`src/rtl/afu_cmd_pkg.sv`:
```
/*
 * Command controller package: class indices, queue and tag sizes,
 * width types and the command and response line structs
 */
package afu_cmd_pkg;

	localparam int NUM_CLASSES = 4;

	// Width types
	typedef logic [1:0]  class_t;
	typedef logic [31:0] addr_t;
	typedef logic [7:0]  cmd_code_t;
	typedef logic [2:0]  tag_t;
	typedef logic [3:0]  credit_t;
	typedef logic [7:0]  rsp_code_t;

	// Lower index wins arbitration
	localparam class_t CLASS_RESTART = 2'd0;
	localparam class_t CLASS_WED     = 2'd1;
	localparam class_t CLASS_WRITE   = 2'd2;
	localparam class_t CLASS_READ    = 2'd3;

	localparam int CLASS_QUEUE_DEPTH = 8;
	localparam int BURST_QUEUE_DEPTH = 16;
	localparam int BURST_HEADROOM    = 8;
	localparam int NUM_TAGS          = 8;
	localparam credit_t INIT_CREDITS = 4'd4;
	localparam int RSP_DELAY         = 4;

	typedef struct packed {
		logic      valid;
		class_t    cls;
		addr_t     address;
		cmd_code_t code;
	} cmd_line_t;

	typedef struct packed {
		cmd_line_t cmd;
		tag_t      tag;
	} bus_cmd_t;

	typedef struct packed {
		logic      valid;
		tag_t      tag;
		rsp_code_t code;
		credit_t   credits;
	} bus_rsp_t;

	typedef struct packed {
		logic      valid;
		tag_t      tag;
		rsp_code_t code;
	} class_rsp_t;

endpackage

```
`src/rtl/cmd_queue.sv`:
```
/*
 * Show-ahead command queue, circular buffer with an occupancy count
 */
`timescale 1ns/1ps

module cmd_queue #(
	parameter int DEPTH    = 8,
	parameter int HEADROOM = 2
) (
	input  logic                   clock,
	input  logic                   rstn,
	input  logic                   push,
	input  afu_cmd_pkg::cmd_line_t line_in,
	input  logic                   pop,
	output afu_cmd_pkg::cmd_line_t line_out,
	output logic                   empty,
	output logic                   almost_full,
	output logic                   full
);

	localparam int PTR_W = $clog2(DEPTH);
	localparam int CNT_W = $clog2(DEPTH + 1);

	afu_cmd_pkg::cmd_line_t mem [DEPTH];
	logic [PTR_W-1:0] wr_ptr;
	logic [PTR_W-1:0] rd_ptr;
	logic [CNT_W-1:0] count;
	logic             do_push;
	logic             do_pop;

	assign full        = (count == CNT_W'(DEPTH));
	assign empty       = (count == '0);
	assign almost_full = (count >= CNT_W'(DEPTH - HEADROOM));

	// Push into a full queue is dropped
	assign do_push = push && !full;
	assign do_pop  = pop && !empty;

	// Head is visible without a read cycle
	assign line_out = mem[rd_ptr];

	always_ff @(posedge clock) begin
		if (do_push) begin
			mem[wr_ptr] <= line_in;
		end
	end

	always_ff @(posedge clock or negedge rstn) begin
		if (!rstn) begin
			wr_ptr <= '0;
			rd_ptr <= '0;
			count  <= '0;
		end else begin
			if (do_push) begin
				wr_ptr <= (wr_ptr == PTR_W'(DEPTH - 1)) ? '0 : wr_ptr + 1'b1;
			end
			if (do_pop) begin
				rd_ptr <= (rd_ptr == PTR_W'(DEPTH - 1)) ? '0 : rd_ptr + 1'b1;
			end
			case ({do_push, do_pop})
				2'b10:   count <= count + 1'b1;
				2'b01:   count <= count - 1'b1;
				default: count <= count;
			endcase
		end
	end

endmodule

```
`src/rtl/cmd_arbiter.sv`:
```
/*
 * Fixed-priority arbiter, moves one class queue head per cycle
 * into the burst queue and stamps it with its class
 */
`timescale 1ns/1ps

module cmd_arbiter (
	input  logic                                                 clock,
	input  logic                                                 rstn,
	input  logic                                                 enable,
	input  afu_cmd_pkg::cmd_line_t [afu_cmd_pkg::NUM_CLASSES-1:0] heads,
	input  logic [afu_cmd_pkg::NUM_CLASSES-1:0]                   empties,
	input  logic                                                 burst_almost_full,
	output logic [afu_cmd_pkg::NUM_CLASSES-1:0]                   pops,
	output afu_cmd_pkg::cmd_line_t                                burst_line
);

	logic                   grant_ok;
	afu_cmd_pkg::cmd_line_t granted;

	assign grant_ok = enable && !burst_almost_full;

	// Walk from lowest priority up so the lowest index wins
	always_comb begin
		pops    = '0;
		granted = '0;
		for (int i = afu_cmd_pkg::NUM_CLASSES - 1; i >= 0; i--) begin
			if (grant_ok && !empties[i]) begin
				pops          = '0;
				pops[i]       = 1'b1;
				granted       = heads[i];
				granted.valid = 1'b1;
				granted.cls   = afu_cmd_pkg::class_t'(i);
			end
		end
	end

	always_ff @(posedge clock or negedge rstn) begin
		if (!rstn) begin
			burst_line <= '0;
		end else begin
			burst_line <= granted;
		end
	end

endmodule

```
`src/rtl/tag_table.sv`:
```
/*
 * Tag table, hands out the lowest free tag and remembers the class
 * of each outstanding command until its response releases it
 */
`timescale 1ns/1ps

module tag_table (
	input  logic                clock,
	input  logic                rstn,
	input  logic                alloc,
	input  afu_cmd_pkg::class_t alloc_cls,
	output logic                tag_free,
	output afu_cmd_pkg::tag_t   free_tag,
	input  logic                release_tag_valid,
	input  afu_cmd_pkg::tag_t   release_tag,
	output afu_cmd_pkg::class_t release_cls
);

	logic [afu_cmd_pkg::NUM_TAGS-1:0] busy;
	afu_cmd_pkg::class_t              tag_cls [afu_cmd_pkg::NUM_TAGS];

	assign tag_free = !(&busy);

	// Lowest free tag
	always_comb begin
		free_tag = '0;
		for (int i = afu_cmd_pkg::NUM_TAGS - 1; i >= 0; i--) begin
			if (!busy[i]) begin
				free_tag = afu_cmd_pkg::tag_t'(i);
			end
		end
	end

	// Class lookup for the response path, same cycle
	assign release_cls = tag_cls[release_tag];

	always_ff @(posedge clock) begin
		if (alloc) begin
			tag_cls[free_tag] <= alloc_cls;
		end
	end

	////////////////////////////////////////
	// Busy bits
	////////////////////////////////////////

	// Allocated tag is free and released tag is busy, so the two never collide
	always_ff @(posedge clock or negedge rstn) begin
		if (!rstn) begin
			busy <= '0;
		end else begin
			if (release_tag_valid) begin
				busy[release_tag] <= 1'b0;
			end
			if (alloc && tag_free) begin
				busy[free_tag] <= 1'b1;
			end
		end
	end

endmodule

```
`src/rtl/cmd_issue.sv`:
```
/*
 * Issue stage, pops the burst queue when a credit and a tag are
 * available and registers the tagged command onto the bus
 */
`timescale 1ns/1ps

module cmd_issue (
	input  logic                   clock,
	input  logic                   rstn,
	input  logic                   enable,
	input  afu_cmd_pkg::cmd_line_t head,
	input  logic                   empty,
	input  logic                   tag_free,
	input  afu_cmd_pkg::tag_t      free_tag,
	input  logic                   credit_return_valid,
	input  afu_cmd_pkg::credit_t   credit_return,
	output logic                   pop,
	output logic                   alloc,
	output afu_cmd_pkg::bus_cmd_t  cmd_out
);

	afu_cmd_pkg::credit_t credits;
	afu_cmd_pkg::credit_t credit_add;
	afu_cmd_pkg::credit_t credit_sub;

	assign pop   = enable && !empty && tag_free && (credits != '0);
	assign alloc = pop;

	// Return and use may land on the same edge
	assign credit_add = credit_return_valid ? credit_return : '0;
	assign credit_sub = afu_cmd_pkg::credit_t'(pop);

	always_ff @(posedge clock or negedge rstn) begin
		if (!rstn) begin
			credits <= afu_cmd_pkg::INIT_CREDITS;
		end else begin
			credits <= credits + credit_add - credit_sub;
		end
	end

	////////////////////////////////////////
	// Bus command register
	////////////////////////////////////////

	always_ff @(posedge clock or negedge rstn) begin
		if (!rstn) begin
			cmd_out <= '0;
		end else begin
			cmd_out.cmd       <= head;
			cmd_out.cmd.valid <= pop;
			cmd_out.tag       <= free_tag;
		end
	end

endmodule

```
`src/rtl/rsp_route.sv`:
```
/*
 * Response router, releases the tag and returns credits, then delays
 * the response and strobes the output of the issuing class
 */
`timescale 1ns/1ps

module rsp_route (
	input  logic                                                  clock,
	input  logic                                                  rstn,
	input  logic                                                  enable,
	input  afu_cmd_pkg::bus_rsp_t                                 rsp_in,
	output logic                                                  release_tag_valid,
	output afu_cmd_pkg::tag_t                                     release_tag,
	input  afu_cmd_pkg::class_t                                   release_cls,
	output logic                                                  credit_return_valid,
	output afu_cmd_pkg::credit_t                                  credit_return,
	output afu_cmd_pkg::class_rsp_t [afu_cmd_pkg::NUM_CLASSES-1:0] rsp_out
);

	typedef struct packed {
		afu_cmd_pkg::class_t     cls;
		afu_cmd_pkg::class_rsp_t rsp;
	} rsp_stage_t;

	// Stage 0 is the latch, the rest form the delay line
	rsp_stage_t [afu_cmd_pkg::RSP_DELAY:0] stage;

	// Tag and credits go back on the latch edge
	assign release_tag_valid   = rsp_in.valid;
	assign release_tag         = rsp_in.tag;
	assign credit_return_valid = rsp_in.valid;
	assign credit_return       = rsp_in.credits;

	always_ff @(posedge clock or negedge rstn) begin
		if (!rstn) begin
			stage <= '0;
		end else if (!enable) begin
			stage <= '0;
		end else begin
			stage[0].cls       <= release_cls;
			stage[0].rsp.valid <= rsp_in.valid;
			stage[0].rsp.tag   <= rsp_in.tag;
			stage[0].rsp.code  <= rsp_in.code;
			for (int i = 1; i <= afu_cmd_pkg::RSP_DELAY; i++) begin
				stage[i] <= stage[i-1];
			end
		end
	end

	// Only the issuing class sees the strobe
	always_ff @(posedge clock or negedge rstn) begin
		if (!rstn) begin
			rsp_out <= '0;
		end else begin
			for (int c = 0; c < afu_cmd_pkg::NUM_CLASSES; c++) begin
				rsp_out[c]       <= stage[afu_cmd_pkg::RSP_DELAY].rsp;
				rsp_out[c].valid <= enable && stage[afu_cmd_pkg::RSP_DELAY].rsp.valid &&
					(stage[afu_cmd_pkg::RSP_DELAY].cls == afu_cmd_pkg::class_t'(c));
			end
		end
	end

endmodule

```
`src/rtl/afu_cmd_top.sv`:
```
/*
 * Command side of the bus controller: class queues, arbiter,
 * burst queue, tag table, issue stage and response routing
 */
`timescale 1ns/1ps

module afu_cmd_top (
	input  logic                                                  clock,
	input  logic                                                  rstn,
	input  logic                                                  enable,
	input  afu_cmd_pkg::cmd_line_t [afu_cmd_pkg::NUM_CLASSES-1:0]  cmd_in,
	input  afu_cmd_pkg::bus_rsp_t                                 rsp_in,
	output afu_cmd_pkg::bus_cmd_t                                 cmd_out,
	output afu_cmd_pkg::class_rsp_t [afu_cmd_pkg::NUM_CLASSES-1:0] rsp_out,
	output logic [afu_cmd_pkg::NUM_CLASSES-1:0]                    queue_full
);

	logic                                                 enabled;
	afu_cmd_pkg::cmd_line_t [afu_cmd_pkg::NUM_CLASSES-1:0] heads;
	logic [afu_cmd_pkg::NUM_CLASSES-1:0]                   empties;
	logic [afu_cmd_pkg::NUM_CLASSES-1:0]                   pops;
	afu_cmd_pkg::cmd_line_t                                burst_line;
	afu_cmd_pkg::cmd_line_t                                burst_head;
	logic                                                 burst_empty;
	logic                                                 burst_almost_full;
	logic                                                 burst_pop;
	logic                                                 alloc;
	logic                                                 tag_free;
	afu_cmd_pkg::tag_t                                     free_tag;
	logic                                                 release_tag_valid;
	afu_cmd_pkg::tag_t                                     release_tag;
	afu_cmd_pkg::class_t                                   release_cls;
	logic                                                 credit_return_valid;
	afu_cmd_pkg::credit_t                                  credit_return;

	always_ff @(posedge clock or negedge rstn) begin
		if (!rstn) begin
			enabled <= 1'b0;
		end else begin
			enabled <= enable;
		end
	end

	////////////////////////////////////////
	// Class queues
	////////////////////////////////////////

	for (genvar i = 0; i < afu_cmd_pkg::NUM_CLASSES; i++) begin : g_class_queue
		cmd_queue #(
			.DEPTH   (afu_cmd_pkg::CLASS_QUEUE_DEPTH),
			.HEADROOM(2)
		) i_cmd_queue (
			.clock      (clock),
			.rstn       (rstn),
			.push       (cmd_in[i].valid),
			.line_in    (cmd_in[i]),
			.pop        (pops[i]),
			.line_out   (heads[i]),
			.empty      (empties[i]),
			.almost_full(),
			.full       (queue_full[i])
		);
	end

	cmd_arbiter i_cmd_arbiter (
		.clock            (clock),
		.rstn             (rstn),
		.enable           (enabled),
		.heads            (heads),
		.empties          (empties),
		.burst_almost_full(burst_almost_full),
		.pops             (pops),
		.burst_line       (burst_line)
	);

	////////////////////////////////////////
	// Burst queue and issue
	////////////////////////////////////////

	cmd_queue #(
		.DEPTH   (afu_cmd_pkg::BURST_QUEUE_DEPTH),
		.HEADROOM(afu_cmd_pkg::BURST_HEADROOM)
	) i_burst_queue (
		.clock      (clock),
		.rstn       (rstn),
		.push       (burst_line.valid),
		.line_in    (burst_line),
		.pop        (burst_pop),
		.line_out   (burst_head),
		.empty      (burst_empty),
		.almost_full(burst_almost_full),
		.full       ()
	);

	tag_table i_tag_table (
		.clock            (clock),
		.rstn             (rstn),
		.alloc            (alloc),
		.alloc_cls        (burst_head.cls),
		.tag_free         (tag_free),
		.free_tag         (free_tag),
		.release_tag_valid(release_tag_valid),
		.release_tag      (release_tag),
		.release_cls      (release_cls)
	);

	cmd_issue i_cmd_issue (
		.clock              (clock),
		.rstn               (rstn),
		.enable             (enabled),
		.head               (burst_head),
		.empty              (burst_empty),
		.tag_free           (tag_free),
		.free_tag           (free_tag),
		.credit_return_valid(credit_return_valid),
		.credit_return      (credit_return),
		.pop                (burst_pop),
		.alloc              (alloc),
		.cmd_out            (cmd_out)
	);

	rsp_route i_rsp_route (
		.clock              (clock),
		.rstn               (rstn),
		.enable             (enabled),
		.rsp_in             (rsp_in),
		.release_tag_valid  (release_tag_valid),
		.release_tag        (release_tag),
		.release_cls        (release_cls),
		.credit_return_valid(credit_return_valid),
		.credit_return      (credit_return),
		.rsp_out            (rsp_out)
	);

endmodule

```
`config.mk`:
```
export PLATFORM = sky130hd
export DESIGN_NAME = afu_cmd_top
export DESIGN_NICKNAME = d
export VERILOG_FILES = /design/src/rtl/afu_cmd_pkg.sv /design/src/rtl/cmd_queue.sv /design/src/rtl/cmd_arbiter.sv /design/src/rtl/tag_table.sv /design/src/rtl/cmd_issue.sv /design/src/rtl/rsp_route.sv /design/src/rtl/afu_cmd_top.sv
export SDC_FILE = /design/constraint.sdc
export NUM_CORES = 2
export LEC_CHECK = 0
export BUFFER_PORTS_ARGS = -buffer_cell sky130_fd_sc_hd__buf_2
export CAP_MARGIN = 20
export CELL_PAD_IN_SITES_DETAIL_PLACEMENT = 1
export CELL_PAD_IN_SITES_GLOBAL_PLACEMENT = 1
export CORE_UTILIZATION = 55
export CTS_CLUSTER_DIAMETER = 200
export DETAILED_ROUTE_END_ITERATION = 12
export PLACE_DENSITY_LB_ADDON = 0.1
export SYNTH_ARGS = -nofsm -noshare
export SYNTH_HDL_FRONTEND = slang
export SYNTH_HIERARCHICAL = 1
export SYNTH_SLANG_ARGS = --single-unit
export TNS_END_PERCENT = 5
```
`constraint.sdc`:
```
create_clock -name clock -period 6.65 [get_ports clock]
set_clock_uncertainty 0.05 [all_clocks]
set_input_delay 0 -clock clock [delete_from_list [all_inputs] [get_ports clock]]
set_output_delay 0 -clock clock [all_outputs]
set_load 0.03 [all_outputs]
```
==> results.txt <==
----------------------------------------------------
[Flow run]
  Number of maximum-capacitance violations ... 0

[CTS]
  H-tree levels ... 4
  Clock tree from TritonCTS ... done
  Post-cts sizing count ... 0
  Clock slew at the register clock pins of the worst setup and hold paths ... 0.06 ns
  Clock Sink Count ... 2208
  Maximum root-to-sink buffer count ... 3
  Root Buffer Master ... clkbuf_16
  Number of buffers inserted during clock tree synthesis ... 215
  Clock insertion delay at the later pin of the skew report ... 0.84 ns

[Placement]
  Worst setup slack before clock tree synthesis ... 2.49 ns
  Standard cell area after detailed placement ... 0.0892 mm²
  Estimated wirelength of the detail-placed design ... 115 mm
  Placer's final routability congestion estimate ... 0.748
  Number of buffers added on ports ... 280

[Detailed routing]
  Antenna-violating nets left ... 0
  DR DRC count ... 16
  Post-DR wirelength/cell ... 29.8 µm
  Drt total wl ... 206 mm
  Iteration-0 DRC count of the detailed router ... 3286
  Router iterations before antenna repair ... 11
  Vias/cell ... 6.00
  Vias ... 41500

[STA]
  Post-route worst setup slack ... 2.55 ns
  Worst slew margin relative to its limit ... 15.9%
  Fin Setup TNS ... 0 ns
  Final Max Tran Viols ... 0
  Final setup violation count ... 0
  Final worst path period need ... 4.10 ns
  RSZ-0062 raised after global routing ... false
  Period utilisation layout ... 61.7%
  Transition at the pin with the smallest max-transition slack ... 1.25 ns
  Final Hold Viols ... 0
  Max frequency ... 244 MHz

[Critical path]
  Critical path data arrival time ... 4.74 ns
  Cell breakdown of the critical path ... nor4_2 > nand4b_1 > nor2_1 > o41ai_2 > inv_1 > ha_1 > ha_1 > or4b_2 > o311ai_0 > o211ai_1
  CP top delay family ... simple AND/OR/NAND/NOR gates
  Element type at the critical path end ... register
  Slack of the worst reg-to-reg path ... 2.55 ns
  Max stage delay cell, worst path ... nor4_2
  Path type of the worst setup path ... reg -> reg
  Reg2reg end ... g_class_queue[3].i_cmd_queue/count[3]
  Top fanout value on the critical path ... 9
  Kind of start point of the critical path ... register
  Start of the worst register-to-register path ... g_class_queue[0].i_cmd_queue/count[0]
  Required time of the critical path ... 7.29 ns
  Buffers plus inverters on the worst setup path ... 1
  Crit. Startpoint ... g_class_queue[0].i_cmd_queue/count[0]
  Number of logic stages on the critical path including buffering ... 10
  Max stage delay on crit path ... 0.74 ns
  Register-to-Register Path Depth ... 10
  Cell mode on critical path ... ha_1
  Endpoint of the most critical setup path ... g_class_queue[3].i_cmd_queue/count[3]

[Finish]
  Fill cells ... 12600
  Area Overhead vs Synth ... 16.2%
  Fraction of final layout cells with drive strength greater than 1 ... 29.5%
  Fin nets ... 4913
  Final design area excluding fillers ... 0.0996 mm²

[Floorplan]
  Die area ... 0.157 mm²
  Initial cell density of the core ... 55.5%
  IO Pins ... 289
  Number of placement rows ... 144
  Placeable core region ... 0.154 mm²
  Chip height ... 397 µm
  Die width ... 397 µm

[Power]
  PnR Total Power ... 0.0398 W
  Total power divided by cell area ... 400 mW/mm²
  P_int ... 0.0282 W
  Flop pwr share ... 47.3%
  Standby leakage power ... 34.0 nW
  Clock network fraction of design power ... 30.1%
  Logic gate share of total power ... 22.7%
  Switching share of power ... 29.1%
  Power spent charging and discharging nets ... 0.0116 W
  Highest ir drop seen on vdd ... 0.364 mV

[Global route]
  Number of global-route vias before repair ... 44300
  Residual overflow from global routing ... 0
  Largest net degree at the start of global routing ... 153
  Number of antenna violations at the first check in global routing ... 51
  Wire length of the first global-routing pass ... 298 mm
  Total global routing track utilization ... 26.5%

[Outcome]
  Status ... finished with violations
  Violated checks ... DRC

[Yosys]
  Number of instances in the synthesized netlist ... 4008
  Total of warnings raised by yosys ... 6
  Post-Syn Nets ... 4248
  Cell area after synthesis ... 0.0857 mm²
  Mean area per synthesized cell ... 21.4 µm²

[Worst hold path]
  Worst min-delay path category ... in -> reg
  Worst min-delay path startpoint ... cmd_in[115]

----------------------------------------------------
[worst min-delay path by stage]
stage | end | slack, ns | cells past startpoint
final | g_class_queue[2].i_cmd_queue/mem[1][29] | 0.04 | 2
after global routing | g_class_queue[3].i_cmd_queue/mem[6][38] | 0.005 | 2
after CTS | g_class_queue[3].i_cmd_queue/mem[6][38] | 0.000008 | 2
after detailed placement | g_class_queue[3].i_cmd_queue/wr_ptr[0] | -0.09 | 1
after global placement | g_class_queue[3].i_cmd_queue/wr_ptr[0] | -0.1 | 1
after floorplan | enabled | -0.35 | 0
[layout by cell type (no fill, tap or decap), types with 43 or more instances in the layout]
| master | n |
|---|---|
| edfxtp_1 | 1968 |
| mux2_2 | 149 |
| dlygate4sd3_1 | 327 |
| dfrtp_1 | 223 |
| buf_4 | 96 |
| and2_1 | 71 |
| nor2_1 | 57 |
| ha_1 | 43 |
| nand2b_1 | 57 |
| mux4_2 | 450 |
| a21o_1 | 48 |
| clkbuf_16 | 219 |
| buf_2 | 279 |
| mux2i_1 | 131 |
| o21ai_1 | 44 |
| clkbuf_1 | 57 |
[metrics by stage]
step	utilization, %	hold slack, ns	cells
after CTS	64.4	0.00000822	6902
final	64.5	0.0405	6918
after detailed placement	57.8	-0.0931	6169
after floorplan	-	-0.346	4008
after global routing	64.5	0.00464	6908
after global placement	57.8	-0.0970	6169
[power by group through the flow]
| stage | clock [W] | sequential [W] | combinational [W] |
|---|---|---|---|
| after global placement | 0 | 0.0190 | 0.00868 |
| after CTS | 0.0122 | 0.0189 | 0.00910 |
| after floorplan | 0 | 0.0186 | 0.00629 |
| final | 0.0120 | 0.0188 | 0.00903 |
| after detailed placement | 0 | 0.0192 | 0.00884 |
| after global routing | 0.0126 | 0.0191 | 0.00959 |
[cell type report]
type	count	area (µm²)	share of cell area, %
sequential	2208	65200	65.4
multi-input combinational	1497	19200	19.2
clock buffer	296	5970	5.99
timing repair buffer	711	5570	5.59
tap	2044	2560	2.57
clock inverter	109	988	0.993
inverter	40	150	0.151
antenna	13	32.5	0.0327
[state kept, by name, summed over array words and instances, names as in the netlist]
name and cells:
g_class_queue.i_cmd_queue/mem 1280, i_burst_queue/mem 672, i_rsp_route/stage 70, i_cmd_issue/cmd_out 46, i_cmd_arbiter/burst_line 43, g_class_queue.i_cmd_queue/count 16
i_tag_table/tag_cls 16, i_rsp_route/rsp_out 15, g_class_queue.i_cmd_queue/rd_ptr 12, g_class_queue.i_cmd_queue/wr_ptr 12, i_tag_table/busy 8, i_burst_queue/count 5
i_burst_queue/rd_ptr 4, i_burst_queue/wr_ptr 4, i_cmd_issue/credits 4, enabled 1
[worst register-to-register path, cell delays in order (launching register included)]
cell	delay, ns
dfrtp_1	0.48
nor4_2	0.74
nand4b_1	0.29
nor2_1	0.43
o41ai_2	0.25
inv_1	0.10
ha_1	0.33
ha_1	0.36
or4b_2	0.67
o311ai_0	0.12
o211ai_1	0.14
[per-layer routing]
metal	wire length (µm)	track usage, %	vias up	part of all wire [%]
li1	-	-	17800	-
met1	81200	34.4	22200	39
met2	105000	44.8	1175	51
met3	12500	5.34	347	6.1
met4	6670	9.19	44	3.2
met5	283	0	-	0.14
[what timing repair did]
item,CTS,global route
hold endpoints to repair,1627,0
hold buffers,328,0
setup buffers,0,0
No activity file was read; power rests on OpenSTA's default activity.
